$ cat src/verilog/m92_dl_pkg.sv
//////////////////////////////
// M92 download path package
// Shared widths, stream indices, queue sizing
// and the SDRAM port owner encoding
//////////////////////////////

package m92_dl_pkg;

    ////////////////////////////// Types

    // Byte address in the download and SDRAM space
    typedef logic [24:0] rom_addr_t;

    // One SDRAM data word
    typedef logic [15:0] sdr_word_t;

    // Byte enables, bit 0 is the even (low) byte
    typedef logic [1:0] byte_en_t;

    typedef logic [7:0] ioctl_index_t;

    // DIP banks are active low
    typedef logic [7:0] dip_bank_t;
    typedef logic [23:0] dip_word_t;

    typedef enum logic [1:0] {
        OWNER_IDLE = 2'd0,
        OWNER_ROM  = 2'd1,
        OWNER_CPU  = 2'd2
    } port_owner_e;

    ////////////////////////////// Constants

    localparam int IOCTL_INDEX_ROM = 0;
    localparam int IOCTL_INDEX_DIP = 254;

    localparam int DIP_BANK_COUNT = 8;
    localparam int DIP_SEL_W = $clog2(DIP_BANK_COUNT);

    // Queue depth doubles as the initial credit count
    localparam int ROM_QUEUE_DEPTH = 4;
    localparam int QUEUE_PTR_W = $clog2(ROM_QUEUE_DEPTH);

    // Holds a 0..depth count, used for credits and queue fill
    localparam int COUNT_W = $clog2(ROM_QUEUE_DEPTH + 1);

    // Download stalls below this many credits
    localparam int CREDIT_RESERVE = 2;

endpackage

$ cat src/verilog/ioctl_decoder.sv
//////////////////////////////
// Host stream decoder
// Routes ROM bytes to the packer and
// captures DIP switch bank writes
//////////////////////////////

module ioctl_decoder (
    input  logic                     clk_sys,
    input  logic                     reset,
    input  logic                     ioctl_wr,
    input  m92_dl_pkg::ioctl_index_t ioctl_index,
    input  m92_dl_pkg::rom_addr_t    ioctl_addr,
    input  m92_dl_pkg::dip_bank_t    ioctl_dout,
    input  logic                     stall,
    output logic                     rom_byte_valid,
    output m92_dl_pkg::rom_addr_t    rom_byte_addr,
    output m92_dl_pkg::dip_bank_t    rom_byte_data,
    output m92_dl_pkg::dip_word_t    dip_sw
);

    logic accept;
    logic is_rom;
    logic is_dip;
    logic [m92_dl_pkg::DIP_SEL_W-1:0] bank_sel;

    m92_dl_pkg::dip_bank_t banks [m92_dl_pkg::DIP_BANK_COUNT];

    assign accept = ioctl_wr && !stall;
    assign is_rom = (ioctl_index == m92_dl_pkg::ioctl_index_t'(m92_dl_pkg::IOCTL_INDEX_ROM));
    assign is_dip = (ioctl_index == m92_dl_pkg::ioctl_index_t'(m92_dl_pkg::IOCTL_INDEX_DIP))
                    && (ioctl_addr < m92_dl_pkg::DIP_BANK_COUNT);
    assign bank_sel = ioctl_addr[m92_dl_pkg::DIP_SEL_W-1:0];

    // One-cycle byte register towards the packer
    always_ff @(posedge clk_sys) begin
        if (reset) begin
            rom_byte_valid <= 1'b0;
        end else begin
            rom_byte_valid <= accept && is_rom;
        end
    end

    always_ff @(posedge clk_sys) begin
        if (accept && is_rom) begin
            rom_byte_addr <= ioctl_addr;
            rom_byte_data <= ioctl_dout;
        end
    end

    // Switches read as open (all ones) until the host writes them
    always_ff @(posedge clk_sys) begin
        if (reset) begin
            for (int i = 0; i < m92_dl_pkg::DIP_BANK_COUNT; i++) begin
                banks[i] <= '1;
            end
        end else if (accept && is_dip) begin
            banks[bank_sel] <= ioctl_dout;
        end
    end

    // Bank 2 in the top byte
    assign dip_sw = {banks[2], banks[1], banks[0]};

    // A stalled host byte stays on the bus and must not leak through to the packer
    a_no_byte_after_stall: assert property (
        @(posedge clk_sys) disable iff (reset)
        (ioctl_wr && stall) |=> !rom_byte_valid && ioctl_wr
                                && $stable(ioctl_index) && $stable(ioctl_addr)
                                && $stable(ioctl_dout)
    );

endmodule

$ cat src/verilog/rom_word_packer.sv
//////////////////////////////
// ROM word packer
// Pairs download bytes into 16-bit words,
// keeps the queue credits and stalls the host
//////////////////////////////

module rom_word_packer (
    input  logic                  clk_sys,
    input  logic                  reset,
    input  logic                  ioctl_download,
    input  logic                  rom_byte_valid,
    input  m92_dl_pkg::rom_addr_t rom_byte_addr,
    input  m92_dl_pkg::dip_bank_t rom_byte_data,
    input  logic                  credit_return,
    output logic                  word_push,
    output m92_dl_pkg::rom_addr_t word_addr,
    output m92_dl_pkg::sdr_word_t word_data,
    output m92_dl_pkg::byte_en_t  word_be,
    output logic                  ioctl_wait
);

    // Pending even byte
    logic                  pend_valid;
    m92_dl_pkg::rom_addr_t pend_addr;
    m92_dl_pkg::dip_bank_t pend_data;

    logic [m92_dl_pkg::COUNT_W-1:0] credits;

    m92_dl_pkg::rom_addr_t even_addr;
    logic                  pair_match;

    logic                  push_now;
    m92_dl_pkg::rom_addr_t push_addr;
    m92_dl_pkg::sdr_word_t push_data;
    m92_dl_pkg::byte_en_t  push_be;

    assign even_addr = {rom_byte_addr[$bits(m92_dl_pkg::rom_addr_t)-1:1], 1'b0};
    assign pair_match = pend_valid && (pend_addr == even_addr);

    ////////////////////////////// Word build

    always_comb begin
        push_now = 1'b0;
        push_addr = pend_addr;
        push_data = {8'h00, pend_data};
        push_be = 2'b01;
        if (rom_byte_valid) begin
            if (rom_byte_addr[0]) begin
                push_now = 1'b1;
                push_addr = even_addr;
                if (pair_match) begin
                    push_data = {rom_byte_data, pend_data};
                    push_be = 2'b11;
                end else begin
                    // Odd byte without its partner goes out alone
                    push_data = {rom_byte_data, 8'h00};
                    push_be = 2'b10;
                end
            end else begin
                // New even byte displaces an orphaned one
                push_now = pend_valid;
            end
        end else if (!ioctl_download && pend_valid) begin
            // Trailing even byte at end of download
            push_now = 1'b1;
        end
    end

    always_ff @(posedge clk_sys) begin
        if (reset) begin
            pend_valid <= 1'b0;
            word_push <= 1'b0;
        end else begin
            word_push <= push_now;
            if (rom_byte_valid && !rom_byte_addr[0]) begin
                pend_valid <= 1'b1;
            end else if (rom_byte_valid && pair_match) begin
                pend_valid <= 1'b0;
            end else if (!rom_byte_valid && !ioctl_download) begin
                pend_valid <= 1'b0;
            end
        end
    end

    always_ff @(posedge clk_sys) begin
        if (rom_byte_valid && !rom_byte_addr[0]) begin
            pend_addr <= rom_byte_addr;
            pend_data <= rom_byte_data;
        end
        if (push_now) begin
            word_addr <= push_addr;
            word_data <= push_data;
            word_be <= push_be;
        end
    end

    ////////////////////////////// Credits

    // Spent when the push is decided, so the reserve sees it early
    always_ff @(posedge clk_sys) begin
        if (reset) begin
            credits <= m92_dl_pkg::COUNT_W'(m92_dl_pkg::ROM_QUEUE_DEPTH);
        end else begin
            case ({push_now, credit_return})
                2'b10:   credits <= credits - 1'b1;
                2'b01:   credits <= credits + 1'b1;
                default: credits <= credits;
            endcase
        end
    end

    // Reserve covers the byte already in the decoder register
    assign ioctl_wait = (credits < m92_dl_pkg::CREDIT_RESERVE);

    a_credit_bounds: assert property (
        @(posedge clk_sys) disable iff (reset)
        (credits <= m92_dl_pkg::ROM_QUEUE_DEPTH) && !(push_now && credits == '0)
    );

endmodule

$ cat src/verilog/rom_write_queue.sv
//////////////////////////////
// ROM write queue
// Circular FIFO of packed words, one credit
// goes back to the packer per retired word
//////////////////////////////

module rom_write_queue (
    input  logic                  clk_sys,
    input  logic                  reset,
    input  logic                  word_push,
    input  m92_dl_pkg::rom_addr_t word_addr,
    input  m92_dl_pkg::sdr_word_t word_data,
    input  m92_dl_pkg::byte_en_t  word_be,
    input  logic                  q_pop,
    output logic                  q_valid,
    output m92_dl_pkg::rom_addr_t q_addr,
    output m92_dl_pkg::sdr_word_t q_data,
    output m92_dl_pkg::byte_en_t  q_be,
    output logic                  credit_return
);

    m92_dl_pkg::rom_addr_t addr_mem [m92_dl_pkg::ROM_QUEUE_DEPTH];
    m92_dl_pkg::sdr_word_t data_mem [m92_dl_pkg::ROM_QUEUE_DEPTH];
    m92_dl_pkg::byte_en_t  be_mem   [m92_dl_pkg::ROM_QUEUE_DEPTH];

    logic [m92_dl_pkg::QUEUE_PTR_W-1:0] wr_ptr;
    logic [m92_dl_pkg::QUEUE_PTR_W-1:0] rd_ptr;
    logic [m92_dl_pkg::COUNT_W-1:0]     count;
    logic                               full;

    function automatic logic [m92_dl_pkg::QUEUE_PTR_W-1:0] next_ptr(
        input logic [m92_dl_pkg::QUEUE_PTR_W-1:0] ptr
    );
        if (ptr == m92_dl_pkg::QUEUE_PTR_W'(m92_dl_pkg::ROM_QUEUE_DEPTH - 1)) begin
            return '0;
        end
        return ptr + 1'b1;
    endfunction

    assign q_valid = (count != '0);
    assign full = (count == m92_dl_pkg::COUNT_W'(m92_dl_pkg::ROM_QUEUE_DEPTH));

    always_ff @(posedge clk_sys) begin
        if (word_push) begin
            addr_mem[wr_ptr] <= word_addr;
            data_mem[wr_ptr] <= word_data;
            be_mem[wr_ptr] <= word_be;
        end
    end

    always_ff @(posedge clk_sys) begin
        if (reset) begin
            wr_ptr <= '0;
            rd_ptr <= '0;
            count <= '0;
        end else begin
            if (word_push) begin
                wr_ptr <= next_ptr(wr_ptr);
            end
            if (q_pop) begin
                rd_ptr <= next_ptr(rd_ptr);
            end
            case ({word_push, q_pop})
                2'b10:   count <= count + 1'b1;
                2'b01:   count <= count - 1'b1;
                default: count <= count;
            endcase
        end
    end

    // Head entry
    assign q_addr = addr_mem[rd_ptr];
    assign q_data = data_mem[rd_ptr];
    assign q_be = be_mem[rd_ptr];

    assign credit_return = q_pop;

    a_no_push_full: assert property (
        @(posedge clk_sys) disable iff (reset) word_push |-> !full
    );

    a_no_pop_empty: assert property (
        @(posedge clk_sys) disable iff (reset) q_pop |-> q_valid
    );

endmodule

$ cat src/verilog/sdram_ch3_mux.sv
//////////////////////////////
// SDRAM channel 3 arbiter
// Shares one SDRAM port between queued ROM
// writes and CPU requests
//////////////////////////////

module sdram_ch3_mux (
    input  logic                  clk_sys,
    input  logic                  reset,
    input  logic                  ioctl_download,
    input  logic                  q_valid,
    input  m92_dl_pkg::rom_addr_t q_addr,
    input  m92_dl_pkg::sdr_word_t q_data,
    input  m92_dl_pkg::byte_en_t  q_be,
    input  m92_dl_pkg::rom_addr_t cpu_addr,
    input  m92_dl_pkg::sdr_word_t cpu_din,
    input  m92_dl_pkg::byte_en_t  cpu_wr_sel,
    input  logic                  cpu_req,
    input  logic                  sdr_rdy,
    output logic                  q_pop,
    output logic                  cpu_rdy,
    output logic [$bits(m92_dl_pkg::rom_addr_t)-2:0] sdr_addr,
    output m92_dl_pkg::sdr_word_t sdr_din,
    output m92_dl_pkg::byte_en_t  sdr_be,
    output logic                  sdr_rnw,
    output logic                  sdr_req
);

    localparam int AW = $bits(m92_dl_pkg::rom_addr_t);

    m92_dl_pkg::port_owner_e owner;

    // Download end reaches the queue up to three cycles late
    logic [2:0] dl_tail;

    // CPU is locked out for the whole download and until the queue drains
    logic rom_busy;
    assign rom_busy = ioctl_download || (|dl_tail) || q_valid;

    always_ff @(posedge clk_sys) begin
        if (reset) begin
            dl_tail <= '0;
        end else begin
            dl_tail <= {dl_tail[1:0], ioctl_download};
        end
    end

    always_ff @(posedge clk_sys) begin
        if (reset) begin
            owner <= m92_dl_pkg::OWNER_IDLE;
            sdr_req <= 1'b0;
        end else begin
            case (owner)
                m92_dl_pkg::OWNER_IDLE: begin
                    if (q_valid) begin
                        owner <= m92_dl_pkg::OWNER_ROM;
                        sdr_req <= 1'b1;
                    end else if (!rom_busy && cpu_req) begin
                        owner <= m92_dl_pkg::OWNER_CPU;
                        sdr_req <= 1'b1;
                    end
                end
                m92_dl_pkg::OWNER_ROM, m92_dl_pkg::OWNER_CPU: begin
                    if (sdr_rdy) begin
                        owner <= m92_dl_pkg::OWNER_IDLE;
                        sdr_req <= 1'b0;
                    end
                end
                default: begin
                    owner <= m92_dl_pkg::OWNER_IDLE;
                    sdr_req <= 1'b0;
                end
            endcase
        end
    end

    // Request fields latched once per grant
    always_ff @(posedge clk_sys) begin
        if (owner == m92_dl_pkg::OWNER_IDLE) begin
            if (q_valid) begin
                sdr_addr <= q_addr[AW-1:1];
                sdr_din <= q_data;
                sdr_be <= q_be;
                sdr_rnw <= 1'b0;
            end else begin
                sdr_addr <= cpu_addr[AW-1:1];
                sdr_din <= cpu_din;
                sdr_be <= cpu_wr_sel;
                sdr_rnw <= ~(|cpu_wr_sel);
            end
        end
    end

    // Ready is steered back to whoever owns the port
    assign q_pop = (owner == m92_dl_pkg::OWNER_ROM) && sdr_rdy;
    assign cpu_rdy = (owner == m92_dl_pkg::OWNER_CPU) && sdr_rdy;

    a_req_held: assert property (
        @(posedge clk_sys) disable iff (reset)
        (sdr_req && !sdr_rdy) |=> sdr_req && $stable({sdr_addr, sdr_din, sdr_be, sdr_rnw})
    );

endmodule

$ cat src/verilog/m92_download_top.sv
//////////////////////////////
// M92 download path top
// Decoder, packer, write queue and
// SDRAM port arbiter in one chain
//////////////////////////////

module m92_download_top (
    input  logic                     clk_sys,
    input  logic                     reset,

    // Host stream
    input  logic                     ioctl_download,
    input  logic                     ioctl_wr,
    input  m92_dl_pkg::ioctl_index_t ioctl_index,
    input  m92_dl_pkg::rom_addr_t    ioctl_addr,
    input  m92_dl_pkg::dip_bank_t    ioctl_dout,
    output logic                     ioctl_wait,

    // CPU port
    input  m92_dl_pkg::rom_addr_t    cpu_addr,
    input  m92_dl_pkg::sdr_word_t    cpu_din,
    input  m92_dl_pkg::byte_en_t     cpu_wr_sel,
    input  logic                     cpu_req,
    output logic                     cpu_rdy,
    output m92_dl_pkg::sdr_word_t    cpu_dout,

    // SDRAM channel
    output logic [$bits(m92_dl_pkg::rom_addr_t)-2:0] sdr_addr,
    output m92_dl_pkg::sdr_word_t    sdr_din,
    output m92_dl_pkg::byte_en_t     sdr_be,
    output logic                     sdr_rnw,
    output logic                     sdr_req,
    input  logic                     sdr_rdy,
    input  m92_dl_pkg::sdr_word_t    sdr_dout,

    output m92_dl_pkg::dip_word_t    dip_sw
);

    logic                  rom_byte_valid;
    m92_dl_pkg::rom_addr_t rom_byte_addr;
    m92_dl_pkg::dip_bank_t rom_byte_data;

    logic                  word_push;
    m92_dl_pkg::rom_addr_t word_addr;
    m92_dl_pkg::sdr_word_t word_data;
    m92_dl_pkg::byte_en_t  word_be;
    logic                  credit_return;

    logic                  q_valid;
    m92_dl_pkg::rom_addr_t q_addr;
    m92_dl_pkg::sdr_word_t q_data;
    m92_dl_pkg::byte_en_t  q_be;
    logic                  q_pop;

    ioctl_decoder ioctl_decoder_i (
        .clk_sys        (clk_sys),
        .reset          (reset),
        .ioctl_wr       (ioctl_wr),
        .ioctl_index    (ioctl_index),
        .ioctl_addr     (ioctl_addr),
        .ioctl_dout     (ioctl_dout),
        .stall          (ioctl_wait),
        .rom_byte_valid (rom_byte_valid),
        .rom_byte_addr  (rom_byte_addr),
        .rom_byte_data  (rom_byte_data),
        .dip_sw         (dip_sw)
    );

    rom_word_packer rom_word_packer_i (
        .clk_sys        (clk_sys),
        .reset          (reset),
        .ioctl_download (ioctl_download),
        .rom_byte_valid (rom_byte_valid),
        .rom_byte_addr  (rom_byte_addr),
        .rom_byte_data  (rom_byte_data),
        .credit_return  (credit_return),
        .word_push      (word_push),
        .word_addr      (word_addr),
        .word_data      (word_data),
        .word_be        (word_be),
        .ioctl_wait     (ioctl_wait)
    );

    rom_write_queue rom_write_queue_i (
        .clk_sys       (clk_sys),
        .reset         (reset),
        .word_push     (word_push),
        .word_addr     (word_addr),
        .word_data     (word_data),
        .word_be       (word_be),
        .q_pop         (q_pop),
        .q_valid       (q_valid),
        .q_addr        (q_addr),
        .q_data        (q_data),
        .q_be          (q_be),
        .credit_return (credit_return)
    );

    sdram_ch3_mux sdram_ch3_mux_i (
        .clk_sys        (clk_sys),
        .reset          (reset),
        .ioctl_download (ioctl_download),
        .q_valid        (q_valid),
        .q_addr         (q_addr),
        .q_data         (q_data),
        .q_be           (q_be),
        .cpu_addr       (cpu_addr),
        .cpu_din        (cpu_din),
        .cpu_wr_sel     (cpu_wr_sel),
        .cpu_req        (cpu_req),
        .sdr_rdy        (sdr_rdy),
        .q_pop          (q_pop),
        .cpu_rdy        (cpu_rdy),
        .sdr_addr       (sdr_addr),
        .sdr_din        (sdr_din),
        .sdr_be         (sdr_be),
        .sdr_rnw        (sdr_rnw),
        .sdr_req        (sdr_req)
    );

    // Read data comes straight from the SDRAM channel
    assign cpu_dout = sdr_dout;

endmodule

$ cat config.mk
export PLATFORM = sky130hd
export DESIGN_NAME = m92_download_top
export DESIGN_NICKNAME = d
export VERILOG_FILES = /design/src/verilog/m92_dl_pkg.sv /design/src/verilog/ioctl_decoder.sv /design/src/verilog/rom_word_packer.sv /design/src/verilog/rom_write_queue.sv /design/src/verilog/sdram_ch3_mux.sv /design/src/verilog/m92_download_top.sv
export SDC_FILE = /design/constraint.sdc
export NUM_CORES = 1
export LEC_CHECK = 0
export BUFFER_PORTS_ARGS = -buffer_cell sky130_fd_sc_hd__buf_2
export CORE_MARGIN = 2
export CORE_UTILIZATION = 50
export CTS_BUF_LIST = sky130_fd_sc_hd__clkbuf_2
export CTS_CLUSTER_SIZE = 14
export DETAILED_ROUTE_END_ITERATION = 12
export PLACE_DENSITY_LB_ADDON = 0.15
export SLEW_MARGIN = 20
export SYNTH_ARGS = -nofsm -noshare
export SYNTH_HDL_FRONTEND = slang
export SYNTH_SLANG_ARGS = --single-unit
$ cat constraint.sdc
create_clock -name clk_sys -period 3.3 [get_ports clk_sys]
set_clock_uncertainty 0.15 [all_clocks]
set_input_delay 0.165 -clock clk_sys [delete_from_list [all_inputs] [get_ports clk_sys]]
set_output_delay 0.165 -clock clk_sys [all_outputs]
set_load 0.03 [all_outputs]
# Word-level counts from Yosys, hierarchy flattened

Memory sizes are Yosys's and may differ from the RTL's. A register that Yosys moved wholly into a read port is not among the register bits.
Cells that the tools add are included.
Widths: inputs -> output; s select.

Flip-flop bits (word level): 171
RAM bits: 236
Bits in read-only memories: 0
Word-level logic and storage cells: 129
Output and inout port bits: 86
Bits in latches: 0
Memories: 4

Memories:

| name                       | words | bits a word | read ports | clocked after Yosys merged registers in | wr ports | line                  | text |
|---|---|---|---|---|---|---|---|
| rom_write_queue_i.addr_mem | 4     | 25          | 1          | 1                                       | 1        | rom_write_queue.sv:22 | `m92_dl_pkg::rom_addr_t addr_mem [m92_dl_pkg::ROM_QUEUE_DEPTH];` |
| ioctl_decoder_i.banks      | 8     | 8           | 3          | 0                                       | 8        | ioctl_decoder.sv:26   | `m92_dl_pkg::dip_bank_t banks [m92_dl_pkg::DIP_BANK_COUNT];` |
| rom_write_queue_i.data_mem | 4     | 16          | 1          | 1                                       | 1        | rom_write_queue.sv:23 | `m92_dl_pkg::sdr_word_t data_mem [m92_dl_pkg::ROM_QUEUE_DEPTH];` |
| rom_write_queue_i.be_mem   | 4     | 2           | 1          | 1                                       | 1        | rom_write_queue.sv:24 | `m92_dl_pkg::byte_en_t be_mem [m92_dl_pkg::ROM_QUEUE_DEPTH];` |

Muxes and demuxes: 51
Reduce and logical (&&, ||, !) cells: 31
Bitwise gates (word level): 1
Divide/modulo/power cells: 0
Add/sub/neg operators: 6
Multiply operators: 0
Magnitude comparators: 2
Equality and inequality tests: 12
Shifts and indexed selects: 0

Operator list:

| cell                | count |
|---|---|
| $mux 25             | 2 |
| $mux 8              | 4 |
| $mux 2              | 14 |
| $eq 25x25->1        | 1 |
| $lt 25x4->1 const B | 1 |
| $mux 1              | 24 |
| $mux 24             | 1 |
| $mux 16             | 1 |
| $logic_and 1x1->1   | 12 |
| $pmux 3 s2          | 2 |
| $eq 2x2->1 const B  | 5 |
| $eq 8x8->1 const B  | 1 |
| $logic_not 8->1     | 1 |
| $reduce_or 8->1     | 1 |
| $add 3x1->3 const B | 2 |
| $eq 2x1->1 const B  | 3 |
| $reduce_bool 3->1   | 2 |
| $sub 3x1->3 const B | 2 |
| $logic_not 1->1     | 5 |
| $add 2x1->2 const B | 2 |
| $pmux 2 s2          | 1 |
| $reduce_and 2->1    | 2 |
| $reduce_bool 2->1   | 2 |
| $reduce_or 2->1     | 2 |
| other kinds (9)     | 10 |

# Depth between registers and ports, before layout

Gate-level depths: netlist of the first run.

Word-level depth: 9
Depth in mapped cells: 10

# Modules after synthesis

Synthesis of the first run repeated with hierarchy kept, for this count alone.

Cells, all modules: 733
Area total of the unflattened synthesis: 14462.6 um^2

Modules (own cells, without submodules):

| module           | cells each | instances | area an instance (um^2) |
|---|---|---|---|
| rom_write_queue  | 273        | 1         | 6710.2 |
| rom_word_packer  | 202        | 1         | 3352.0 |
| sdram_ch3_mux    | 122        | 1         | 2144.6 |
| ioctl_decoder    | 120        | 1         | 2135.8 |
| m92_download_top | 16         | 1         | 120.1 |

# Worst setup path before layout of the first run

No wires, ideal clock.

Path kind: register to register
Start: register ioctl_decoder_i.rom_byte_addr[0]
End: register rom_word_packer_i.pend_valid
Arrival time: 2.562 ns
Stages on the path, launching flop included: 6
Required time: 3.091 ns
Slack: 0.529 ns
Cells stage by stage: edfxtp_1 clkbuf_1 nor2b_1 o21a_1 a31o_2 o31a_1

Longest elaborated chain between the ends: 3

Ends and longest elaborated chain:

| element                                                      | line                  | text |
|---|---|---|
| start, declared                                              | ioctl_decoder.sv:16   | `output m92_dl_pkg::rom_addr_t rom_byte_addr,` |
| start signal, assigned                                       | ioctl_decoder.sv:45   | `rom_byte_addr <= ioctl_addr;` |
| $logic_not 1->1 *                                            | rom_word_packer.sv:75 | `if (rom_byte_valid && !rom_byte_addr[0]) begin` |
| $logic_and 1x1->1 *                                          | rom_word_packer.sv:75 |  |
| $reduce_bool 3->1 (no source line) or $mux 1 (tied branches) | n/a                   |  |
| end signal, assigned                                         | rom_word_packer.sv:76 | `pend_valid <= 1'b1;` |
| end signal, assigned                                         | rom_word_packer.sv:78 | `pend_valid <= 1'b0;` |
| end signal, assigned                                         | rom_word_packer.sv:80 | `pend_valid <= 1'b0;` |
| end, declared                                                | rom_word_packer.sv:23 | `logic pend_valid;` |

Mark *: on every way between the ends. The rest lies on a longest branch, timed or not.
A chain may end at the register's enable or synchronous reset.

==> flow_metrics.tcl, run 1 <==
set metrics [dict create \
    io_pins 192 \
    synth_nets 831 \
    cp-endpoint "ioctl_decoder_i.banks[1][4]" \
    wl_per_cell_um 17.7 \
    nFillCells 1996 \
    r2r-end "ioctl_decoder_i.banks[2][7]" \
    portBuffers 158 \
    setup_tns_ns 0 \
    synth_ff_type "edfxtp_1" \
    startpoint "ioctl_addr[2]" \
    diodes 0 \
    grt_pass1_vias 8341 \
    routed-via-count 7830 \
    synth_edf_count 343 \
    clock_sinks 364 \
    yosys-top-cells-area "edfxtp_1 73%, mux4_2 6.7%, mux2_2 5.3%, dfxtp_1 3.0%, xor2_1 1.7%" \
    root_buffer "clkbuf_2" \
    cp.arrival_ns 3.37 \
    fp.dieH_um 172 \
    first_iter_violations 465 \
    slew-limit-headroom 0.550 \
    drtAntennaViolNets 0 \
    nets 1227 \
    die_w_um 172 \
    slew_violations 0 \
    maxCapViolCount 0 \
    crit_type "input pin to flip-flop" \
    max_freq_ghz 0.329 \
    grt_usage 0.195 \
    synth-seq-cells 364 \
    regArea_mm2 0.0107 \
    clk_pin_slew_ns 0.09 \
    finalInstanceArea_mm2 0.0178 \
    yosysMostFrequentCell "edfxtp_1" \
    async_flop_share 0 \
    synth.distinct_cells 41 \
    clock_tree.buffer_depth 3 \
    antenna_found_initial 0 \
    drive_gt1_frac 0.375 \
    yosysSeqAreaShare 0.759 \
    r2r_cells 5 \
    finalHoldViolCount 0 \
    pwr_density_cell_mw_per_mm2 467 \
    clkLatencyLatePin_ns 0.82 \
    setup_viol 0 \
    endpoint_kind "flip-flop" \
    finalCritPeriodShare 0.921 \
    final_util 0.641 \
    total_power_mw 8.33 \
    dp.final_hpwl_um 17000 \
    num_rows 61 \
    dieArea_mm2 0.0296 \
    avgSynthCellArea_um2 19.8 \
    yosys_warnings 0 \
    core-area_mm2 0.0278 \
    synth_area_leader_cell "edfxtp_1" \
    synth_area_mm2 0.0141 \
    grt-ovfl-total 0 \
    grt_max_degree 47 \
    cts_tree "yes" \
    area_growth_pct 26.2 \
    tightest_slew_ns 0.675 \
    cts_buffers 88 \
    yosys.area.top_type_share 0.729 \
    drc_errors 0 \
    h-tree-depth 3 \
    firstDrtPassIters 4 \
    rsz0062_at_grt "no" \
    worstReg2RegStart "rom_word_packer_i.credits[1]" \
    status "finished clean" \
    start_util 0.508 \
    synthCells 713 \
    startpoint_type "input pin" \
    dpl.cell_count 1228 \
    drt-total-wl_um 27400 \
    place_congestion 0.819 \
    min_period_ns 3.04 \
    multi_input_area_mm2 0.00317 \
    reg2reg_setup_slack_ns 0.76 \
    hold_path.class "input pin to flip-flop" \
    final-instance-count-excl-fill 1550 \
    vias_per_cell 5.05 \
    worstPathRequired_ns 3.63 \
    irDropWorstVdd_uv 215 \
    synthTopCellsByCount "343 x edfxtp_1, 66 x mux2_2, 42 x mux4_2" \
    dpl-instance-area_mm2 0.0153 \
    leakage_nw 6.38 \
    cp_max_fo 9 \
    grt_pass1_wl_um 43300 \
]
## routing by layer
metal	vias to the layer above	global-route usage	part of all wire
li1	3655	-	-
met5	-	0	0
met4	0	0.0723	0.016
met1	3830	0.247	0.42
met2	296	0.329	0.50
met3	49	0.0444	0.061
## layout by cell type, fill, tap and decap left out, types with 3 or more instances in the layout
cell and count:
nor2_1 11, xor2_1 28, clkbuf_2 130, clkinv_1 20
nand4_1 9, mux4_2 42, nand2b_1 28, buf_2 158
dfxtp_1 19, buf_4 15, ha_1 9, o21ai_0 12
mux2_2 66, nor4_1 6, edfxtp_1 343, nor2b_1 6
and2_2 4, inv_1 13, or2_1 3, dlygate4sd3_1 169
nand2_1 15, and3_1 8, a21oi_1 10, nor4_4 8
nor3_1 5
## through the flow
stage	hold WS, ns	worst slack [ns]
after floorplan	0.114	0.529
after global placement	0.180	0.894
after detailed placement	0.180	0.846
after CTS	0.00147	0.363
after global routing	0.0159	0.221
final	0.0945	0.260
## power breakdown
group,internal (mW),switching (mW),leakage [nW]
combinational,0.233,0.224,2.50
clock,1.19,1.61,0.604
sequential,5.05,0.0136,3.27
## kinds of logic (layout without fill, tap and decap cells)
family | after synthesis | in the layout | share of synthesized area
flops | 364 | 364 | 0.759
compound gates | 27 | 27 | 0.0109
xor+xnor | 28 | 28 | 0.0174
buf+inv | 50 | 509 | 0.0185
simple gates | 122 | 122 | 0.0615
fa+ha+maj | 12 | 12 | 0.0117
mux | 110 | 110 | 0.121
## layout make-up
| cell class | count | area share |
|---|---|---|
| Clock inverter | 23 | 0.00779 |
| Timing Repair Buffer | 343 | 0.147 |
| Multi-Input combinational cell | 299 | 0.178 |
| Clock buffer | 130 | 0.0365 |
| Sequential cell | 364 | 0.602 |
| Inverter | 13 | 0.00274 |
| Tap cell | 378 | 0.0265 |
## how the worst min path moves through the flow
stage | startpoint | endpoint | depth (start not counted)
after floorplan | ioctl_addr[0] | ioctl_decoder_i.rom_byte_addr[0] | 0
after global placement | sdr_dout[3] | cpu_dout[3] | 0
after detailed placement | sdr_dout[3] | cpu_dout[3] | 0
after CTS | cpu_din[2] | sdram_ch3_mux_i.sdr_din[2] | 3
after global routing | cpu_din[2] | sdram_ch3_mux_i.sdr_din[2] | 3
final | cpu_din[2] | sdram_ch3_mux_i.sdr_din[2] | 3
## flip-flops by register name, summed over array words and instances (netlist names), 2 cells and up, named ones only
| register | cells |
|---|---|
| ioctl_decoder_i.banks | 24 |
| ioctl_decoder_i.rom_byte_addr | 25 |
| ioctl_decoder_i.rom_byte_data | 8 |
| rom_word_packer_i.credits | 3 |
| rom_word_packer_i.pend_addr | 25 |
| rom_word_packer_i.pend_data | 8 |
| rom_word_packer_i.word_addr | 24 |
| rom_word_packer_i.word_be | 2 |
| rom_word_packer_i.word_data | 16 |
| rom_write_queue_i.addr_mem | 96 |
| rom_write_queue_i.be_mem | 8 |
| rom_write_queue_i.count | 3 |
| rom_write_queue_i.data_mem | 64 |
| rom_write_queue_i.rd_ptr | 2 |
| rom_write_queue_i.wr_ptr | 2 |
| sdram_ch3_mux_i.dl_tail | 3 |
| sdram_ch3_mux_i.owner | 2 |
| sdram_ch3_mux_i.sdr_addr | 24 |
| sdram_ch3_mux_i.sdr_be | 2 |
| sdram_ch3_mux_i.sdr_din | 16 |
## what timing repair did
item,4_1_cts,5_1_grt
hold buffers,169,0
buffers inserted,0,0
gates resized for setup,0,0
hold endpoints to repair,178,0
## worst max-delay path, stage by stage
cell           delay [ns]
dlygate4sd3_1        0.53
buf_2                0.12
and4b_1              0.23
dlygate4sd3_1        0.60
nand4_4              0.16
dlygate4sd3_1        0.67
nor4_4               0.51
or2_1                0.38
(Power assumes the default switching activity.)
==> run 2, diff against run 1 <==
- BUFFER_PORTS_ARGS: -buffer_cell sky130_fd_sc_hd__buf_2 -> -buffer_cell sky130_fd_sc_hd__buf_4
- clock period: 3.3 -> 2.99 ns (I/O delays scaled with it)
==> run 2 against run 1 <==
Non-clock buffer count up 5. Flip-flop and latch count unchanged. Final area rose by 2.7%. Sequential power is 10% higher. Sequential share of layout area decreased by 1.6 points. Largest cell class unchanged.
==> flow_metrics.tcl, run 2 (synthesis gave the netlist of run 1 again) <==
set metrics [dict create \
    grt_pass1_wl_um 44200 \
    final_util 0.659 \
    status "finished clean" \
    nFillCells 1997 \
    vias_per_cell 5.04 \
    layout_commonest_cell "edfxtp_1" \
    core-area_mm2 0.0278 \
    seq_power_share 0.595 \
    post-cts-setup-buffers 0 \
    p_comb_frac 0.061 \
    die_w_um 172 \
    worstPathRequired_ns 3.35 \
    grt_pass1_vias 8441 \
    cts_buffers 88 \
    h-tree-depth 3 \
    area_growth_pct 29.6 \
    num_rows 61 \
    firstDrtPassIters 5 \
    drt-total-wl_um 28500 \
    drive_gt1_frac 0.375 \
    slew_violations 0 \
    root_buffer "clkbuf_2" \
    startpoint_type "input pin" \
    setup_tns_ns 0 \
    min_period_ns 2.90 \
    cts_tree "yes" \
    tightest_slew_ns 0.665 \
    clock_tree.buffer_depth 3 \
    layout_common_cells "343 x edfxtp_1, 174 x buf_4, 173 x dlygate4sd3_1" \
    p_clk_frac 0.344 \
    antenna_found_initial 1 \
    endpoint_kind "flip-flop" \
    routed-via-count 7875 \
    grt-ovfl-total 0 \
    power.net_switching_mw 2.20 \
    slew-limit-headroom 0.557 \
    place_congestion 0.801 \
    drtAntennaViolNets 0 \
    largest_register_ffs 96 \
    grt_usage 0.198 \
    io_pins 192 \
    rsz0062_at_grt "no" \
    startpoint "reset" \
    maxCapViolCount 0 \
    first_iter_violations 371 \
    grt_max_degree 47 \
    finalHoldViolCount 0 \
    portBuffers 158 \
    swShare 0.234 \
    dp.final_hpwl_um 17000 \
    setup_viol 0 \
    cp_max_fo 9 \
    worstReg2RegStart "rom_word_packer_i.credits[1]" \
    cp.arrival_ns 3.25 \
    hold_path.class "input pin to flip-flop" \
    finalCritPeriodShare 0.969 \
    worst_hold_startpoint "cpu_req" \
    irDropWorstVdd_uv 256 \
    largest-register "rom_write_queue_i.addr_mem" \
    leakage_nw 6.56 \
    clk_pin_slew_ns 0.09 \
    internal_power_mw 7.19 \
    clkLatencyLatePin_ns 0.87 \
    dieArea_mm2 0.0296 \
    drc_errors 0 \
    wl_per_cell_um 18.2 \
    clock_sinks 364 \
    nets 1232 \
    start_util 0.508 \
    reg_top3 "rom_write_queue_i.addr_mem x96, rom_write_queue_i.data_mem x64" \
    pwr_density_cell_mw_per_mm2 513 \
    max_freq_ghz 0.345 \
    crit_type "input pin to flip-flop" \
    fp.dieH_um 172 \
]
==> run 2: path summary, 6_finish.rpt <==
path | depth (start not counted) | to | slack [ns]
worst max register to register | 6 | ioctl_decoder_i.banks[2][4] | 0.39
worst min-delay path | 5 | sdram_ch3_mux_i.owner[1] | 0.11
worst max-delay path | 8 | ioctl_decoder_i.banks[1][5] | 0.09
worst min register to register | 0 | rom_write_queue_i.addr_mem[0][4] | 0.28
==> run 2: area by class of cell <==
class,count,area [µm²],share of cell area
Antenna cell,1,2.50,0.000137
Clock buffer,123,616,0.0336
Clock inverter,38,218,0.0119
Inverter,13,48.8,0.00267
Multi-Input combinational cell,299,3160,0.173
Sequential cell,364,10700,0.586
Tap cell,378,473,0.0258
Timing Repair Buffer,348,3060,0.167
==> run 2: per-layer routing <==
metal	up-vias	part of all wire	track usage
met5	-	0	0
met4	0	0.017	0.0665
li1	3663	-	-
met3	53	0.067	0.0510
met2	284	0.50	0.335
met1	3875	0.41	0.251
==> run 2: power by group through the flow <==
stage,clock network (mW),logic (mW),registers [mW]
after floorplan,0,0.114,5.82
after global placement,0,0.391,5.70
after detailed placement,0,0.401,5.71
after CTS,3.35,0.572,5.59
after global routing,3.59,0.611,5.59
final,3.23,0.577,5.59
==> run 2: worst max-delay path, cell delays in order <==
cell and delay [ns]:
dlygate4sd3_1 0.53, dlygate4sd3_1 0.57, buf_4 0.19, nor4_4 0.19, nand4_4 0.18, dlygate4sd3_1 0.66, nor4_4 0.51, or2_4 0.27
==> run 2: stage by stage <==
step                      setup slack [ns]  total power [mW]  cells  cell area (µm²)  hold slack, ns
after CTS                           0.0595              9.51   1563            18300          0.0328
after global placement               0.627              6.09   1229            15700           0.149
final                               0.0933              9.40   1564            18300           0.108
after global routing                0.0504              9.80   1564            18300          0.0768
after floorplan                      0.219              5.93    713            14100          0.0984
after detailed placement             0.556              6.11   1229            15700           0.149
==> run 2: repair_timing <==
action | 4_1_cts | 5_1_grt
hold endpoints to repair | 178 | 0
hold buffers | 173 | 0
gates resized for setup | 0 | 1
endpoints found under the setup margin | 0 | 8
==> run 3, diff against run 2 <==
- CORE_ASPECT_RATIO: default -> 0.75
==> run 3 against run 2 <==
Wire length increased by 5.6%. Final area increased by 0.16%. Combinational power is 1% higher. Cell count rose by 0.13%. Critical endpoint is now ioctl_decoder_i.banks[0][2]. Largest power group unchanged.
==> flow_metrics.tcl, run 3 (synthesis gave the netlist of run 1 again) <==
set metrics [dict create \
    busiest_layer "met2" \
    grt-ovfl-total 0 \
    cp_max_fo 11 \
    power.net_switching_mw 2.20 \
    finalHoldViolCount 0 \
    internal_power_mw 7.17 \
    antenna_found_initial 1 \
    routed-via-count 7907 \
    swShare 0.235 \
    nets 1228 \
    grt_max_degree 47 \
    portBuffers 158 \
    hold_path.class "input pin to flip-flop" \
    rsz0062_at_grt "no" \
    met3_usage 0.0557 \
    seq_power_share 0.597 \
    drt-total-wl_um 30100 \
    layout_common_cells "343 x edfxtp_1, 172 x dlygate4sd3_1, 169 x buf_4" \
    firstDrtPassIters 5 \
    fp.dieH_um 150 \
    first_iter_violations 428 \
    endpoint_kind "flip-flop" \
    worstPathRequired_ns 3.40 \
    tightest_slew_ns 0.707 \
    core-area_mm2 0.0279 \
    leakage_nw 6.55 \
    setup_tns_ns 0 \
    finalCritPeriodShare 0.977 \
    largest_register_ffs 96 \
    cts_buffers 85 \
    grt_usage 0.210 \
    place_congestion 0.774 \
    dp.final_hpwl_um 18300 \
    drc_errors 0 \
    slew-limit-headroom 0.528 \
    post-cts-setup-buffers 0 \
    dieArea_mm2 0.0296 \
    clock_tree.buffer_depth 3 \
    cts_resized 0 \
    startpoint_type "input pin" \
    max_freq_ghz 0.342 \
    p_clk_frac 0.341 \
    area_growth_pct 29.8 \
    drive_gt1_frac 0.369 \
    wl_per_cell_um 19.2 \
    crit_type "input pin to flip-flop" \
    use_met1 0.280 \
    nFillCells 1940 \
    clock_sinks 364 \
    p_comb_frac 0.062 \
    num_rows 53 \
    worstPathCellList "dlygate4sd3_1 -> dlygate4sd3_1 -> buf_4 -> nor4_4 -> nand4_4 -> dlygate4sd3_1 -> nor4_4 -> or2_1" \
    largest-register "rom_write_queue_i.addr_mem" \
    h-tree-depth 3 \
    setup_viol 0 \
    start_util 0.506 \
    grt_pass1_vias 8608 \
    status "finished clean" \
    die_w_um 198 \
    irDropWorstVdd_uv 322 \
    pwr_density_cell_mw_per_mm2 511 \
    layout_commonest_cell "edfxtp_1" \
    cts_tree "yes" \
    dpl.cell_count 1236 \
    grt_pass1_wl_um 46400 \
    holdBufCountCts 172 \
    crit_path_max_incr_delay_ns 0.71 \
    slew_violations 0 \
    clkLatencyLatePin_ns 0.89 \
    cp_slowest_cell "dlygate4sd3_1" \
    vias_per_cell 5.05 \
    cpMostUsedCell "dlygate4sd3_1" \
    grtUsageMet2 0.338 \
    reg_top3 "rom_write_queue_i.addr_mem x96, rom_write_queue_i.data_mem x64" \
    clk_pin_slew_ns 0.11 \
    final-instance-count-excl-fill 1566 \
    root_buffer "clkbuf_2" \
    maxCapViolCount 0 \
    drtAntennaViolNets 0 \
    io_pins 192 \
    cp.arrival_ns 3.33 \
    min_period_ns 2.92 \
]
## run 3: changes by cell type in the layout (fill, tap and decap cells not counted), sizes merged
cell,delta
clkbuf,-2
inv,+1
clkinv,-1
clkinvlp,-2
dlygate4sd3,-1
## run 3: final cells by class
class | count | area (µm²) | share of cell area
Antenna cell | 1 | 2.50 | 0.000137
Tap cell | 385 | 482 | 0.0263
Sequential cell | 364 | 10700 | 0.585
Timing Repair Buffer | 347 | 3110 | 0.170
Clock buffer | 121 | 606 | 0.0330
Inverter | 13 | 48.8 | 0.00266
Clock inverter | 36 | 198 | 0.0108
Multi-Input combinational cell | 299 | 3160 | 0.172
## run 3: final timing paths
kind / slack [ns] / start / endpoint / depth (start not counted)
setup / recovery: 0.07 / reset / ioctl_decoder_i.banks[0][2] / 8
hold / removal: 0.10 / cpu_req / sdram_ch3_mux_i.owner[0] / 5
hold reg to reg: 0.31 / ioctl_decoder_i.rom_byte_data[3] / rom_word_packer_i.pend_data[3] / 0
setup reg to reg: 0.44 / rom_word_packer_i.credits[1] / ioctl_decoder_i.banks[2][1] / 5
## run 3: per-stage QoR
stage	power [mW]	hold slack (ns)	cell area, µm²	worst slack, ns	utilization
2_1_floorplan	5.93	0.0984	14100	0.219	-
3_3_place_gp	6.10	0.149	15800	0.624	0.566
3_5_place_dp	6.11	0.149	15800	0.538	0.566
4_1_cts	9.46	0.0139	18300	0.171	0.656
5_1_grt	9.77	0.0642	18300	0.0691	0.656
6_report	9.36	0.103	18300	0.0698	0.656
## run 3: worst max-delay path: cells and delay by family
kind,cells,cell delay (ns)
AND/OR/NAND/NOR,4,1.14
buffers and inverters,4,2.03
## run 3: routing by layer
layer / vias to the layer above / share of wire / wire length (µm)
met5: - / 0 / 0
met1: 3918 / 0.44 / 13200
met4: 0 / 0.018 / 538
met3: 57 / 0.066 / 1990
li1: 3650 / - / -
met2: 282 / 0.48 / 14400
## run 3: power by group through the flow
stage / clock network (mW) / registers, mW / logic (mW)
final: 3.19 / 5.59 / 0.583
after global routing: 3.56 / 5.60 / 0.614
after CTS: 3.30 / 5.59 / 0.579
after detailed placement: 0 / 5.70 / 0.405
after global placement: 0 / 5.70 / 0.396
after floorplan: 0 / 5.82 / 0.114
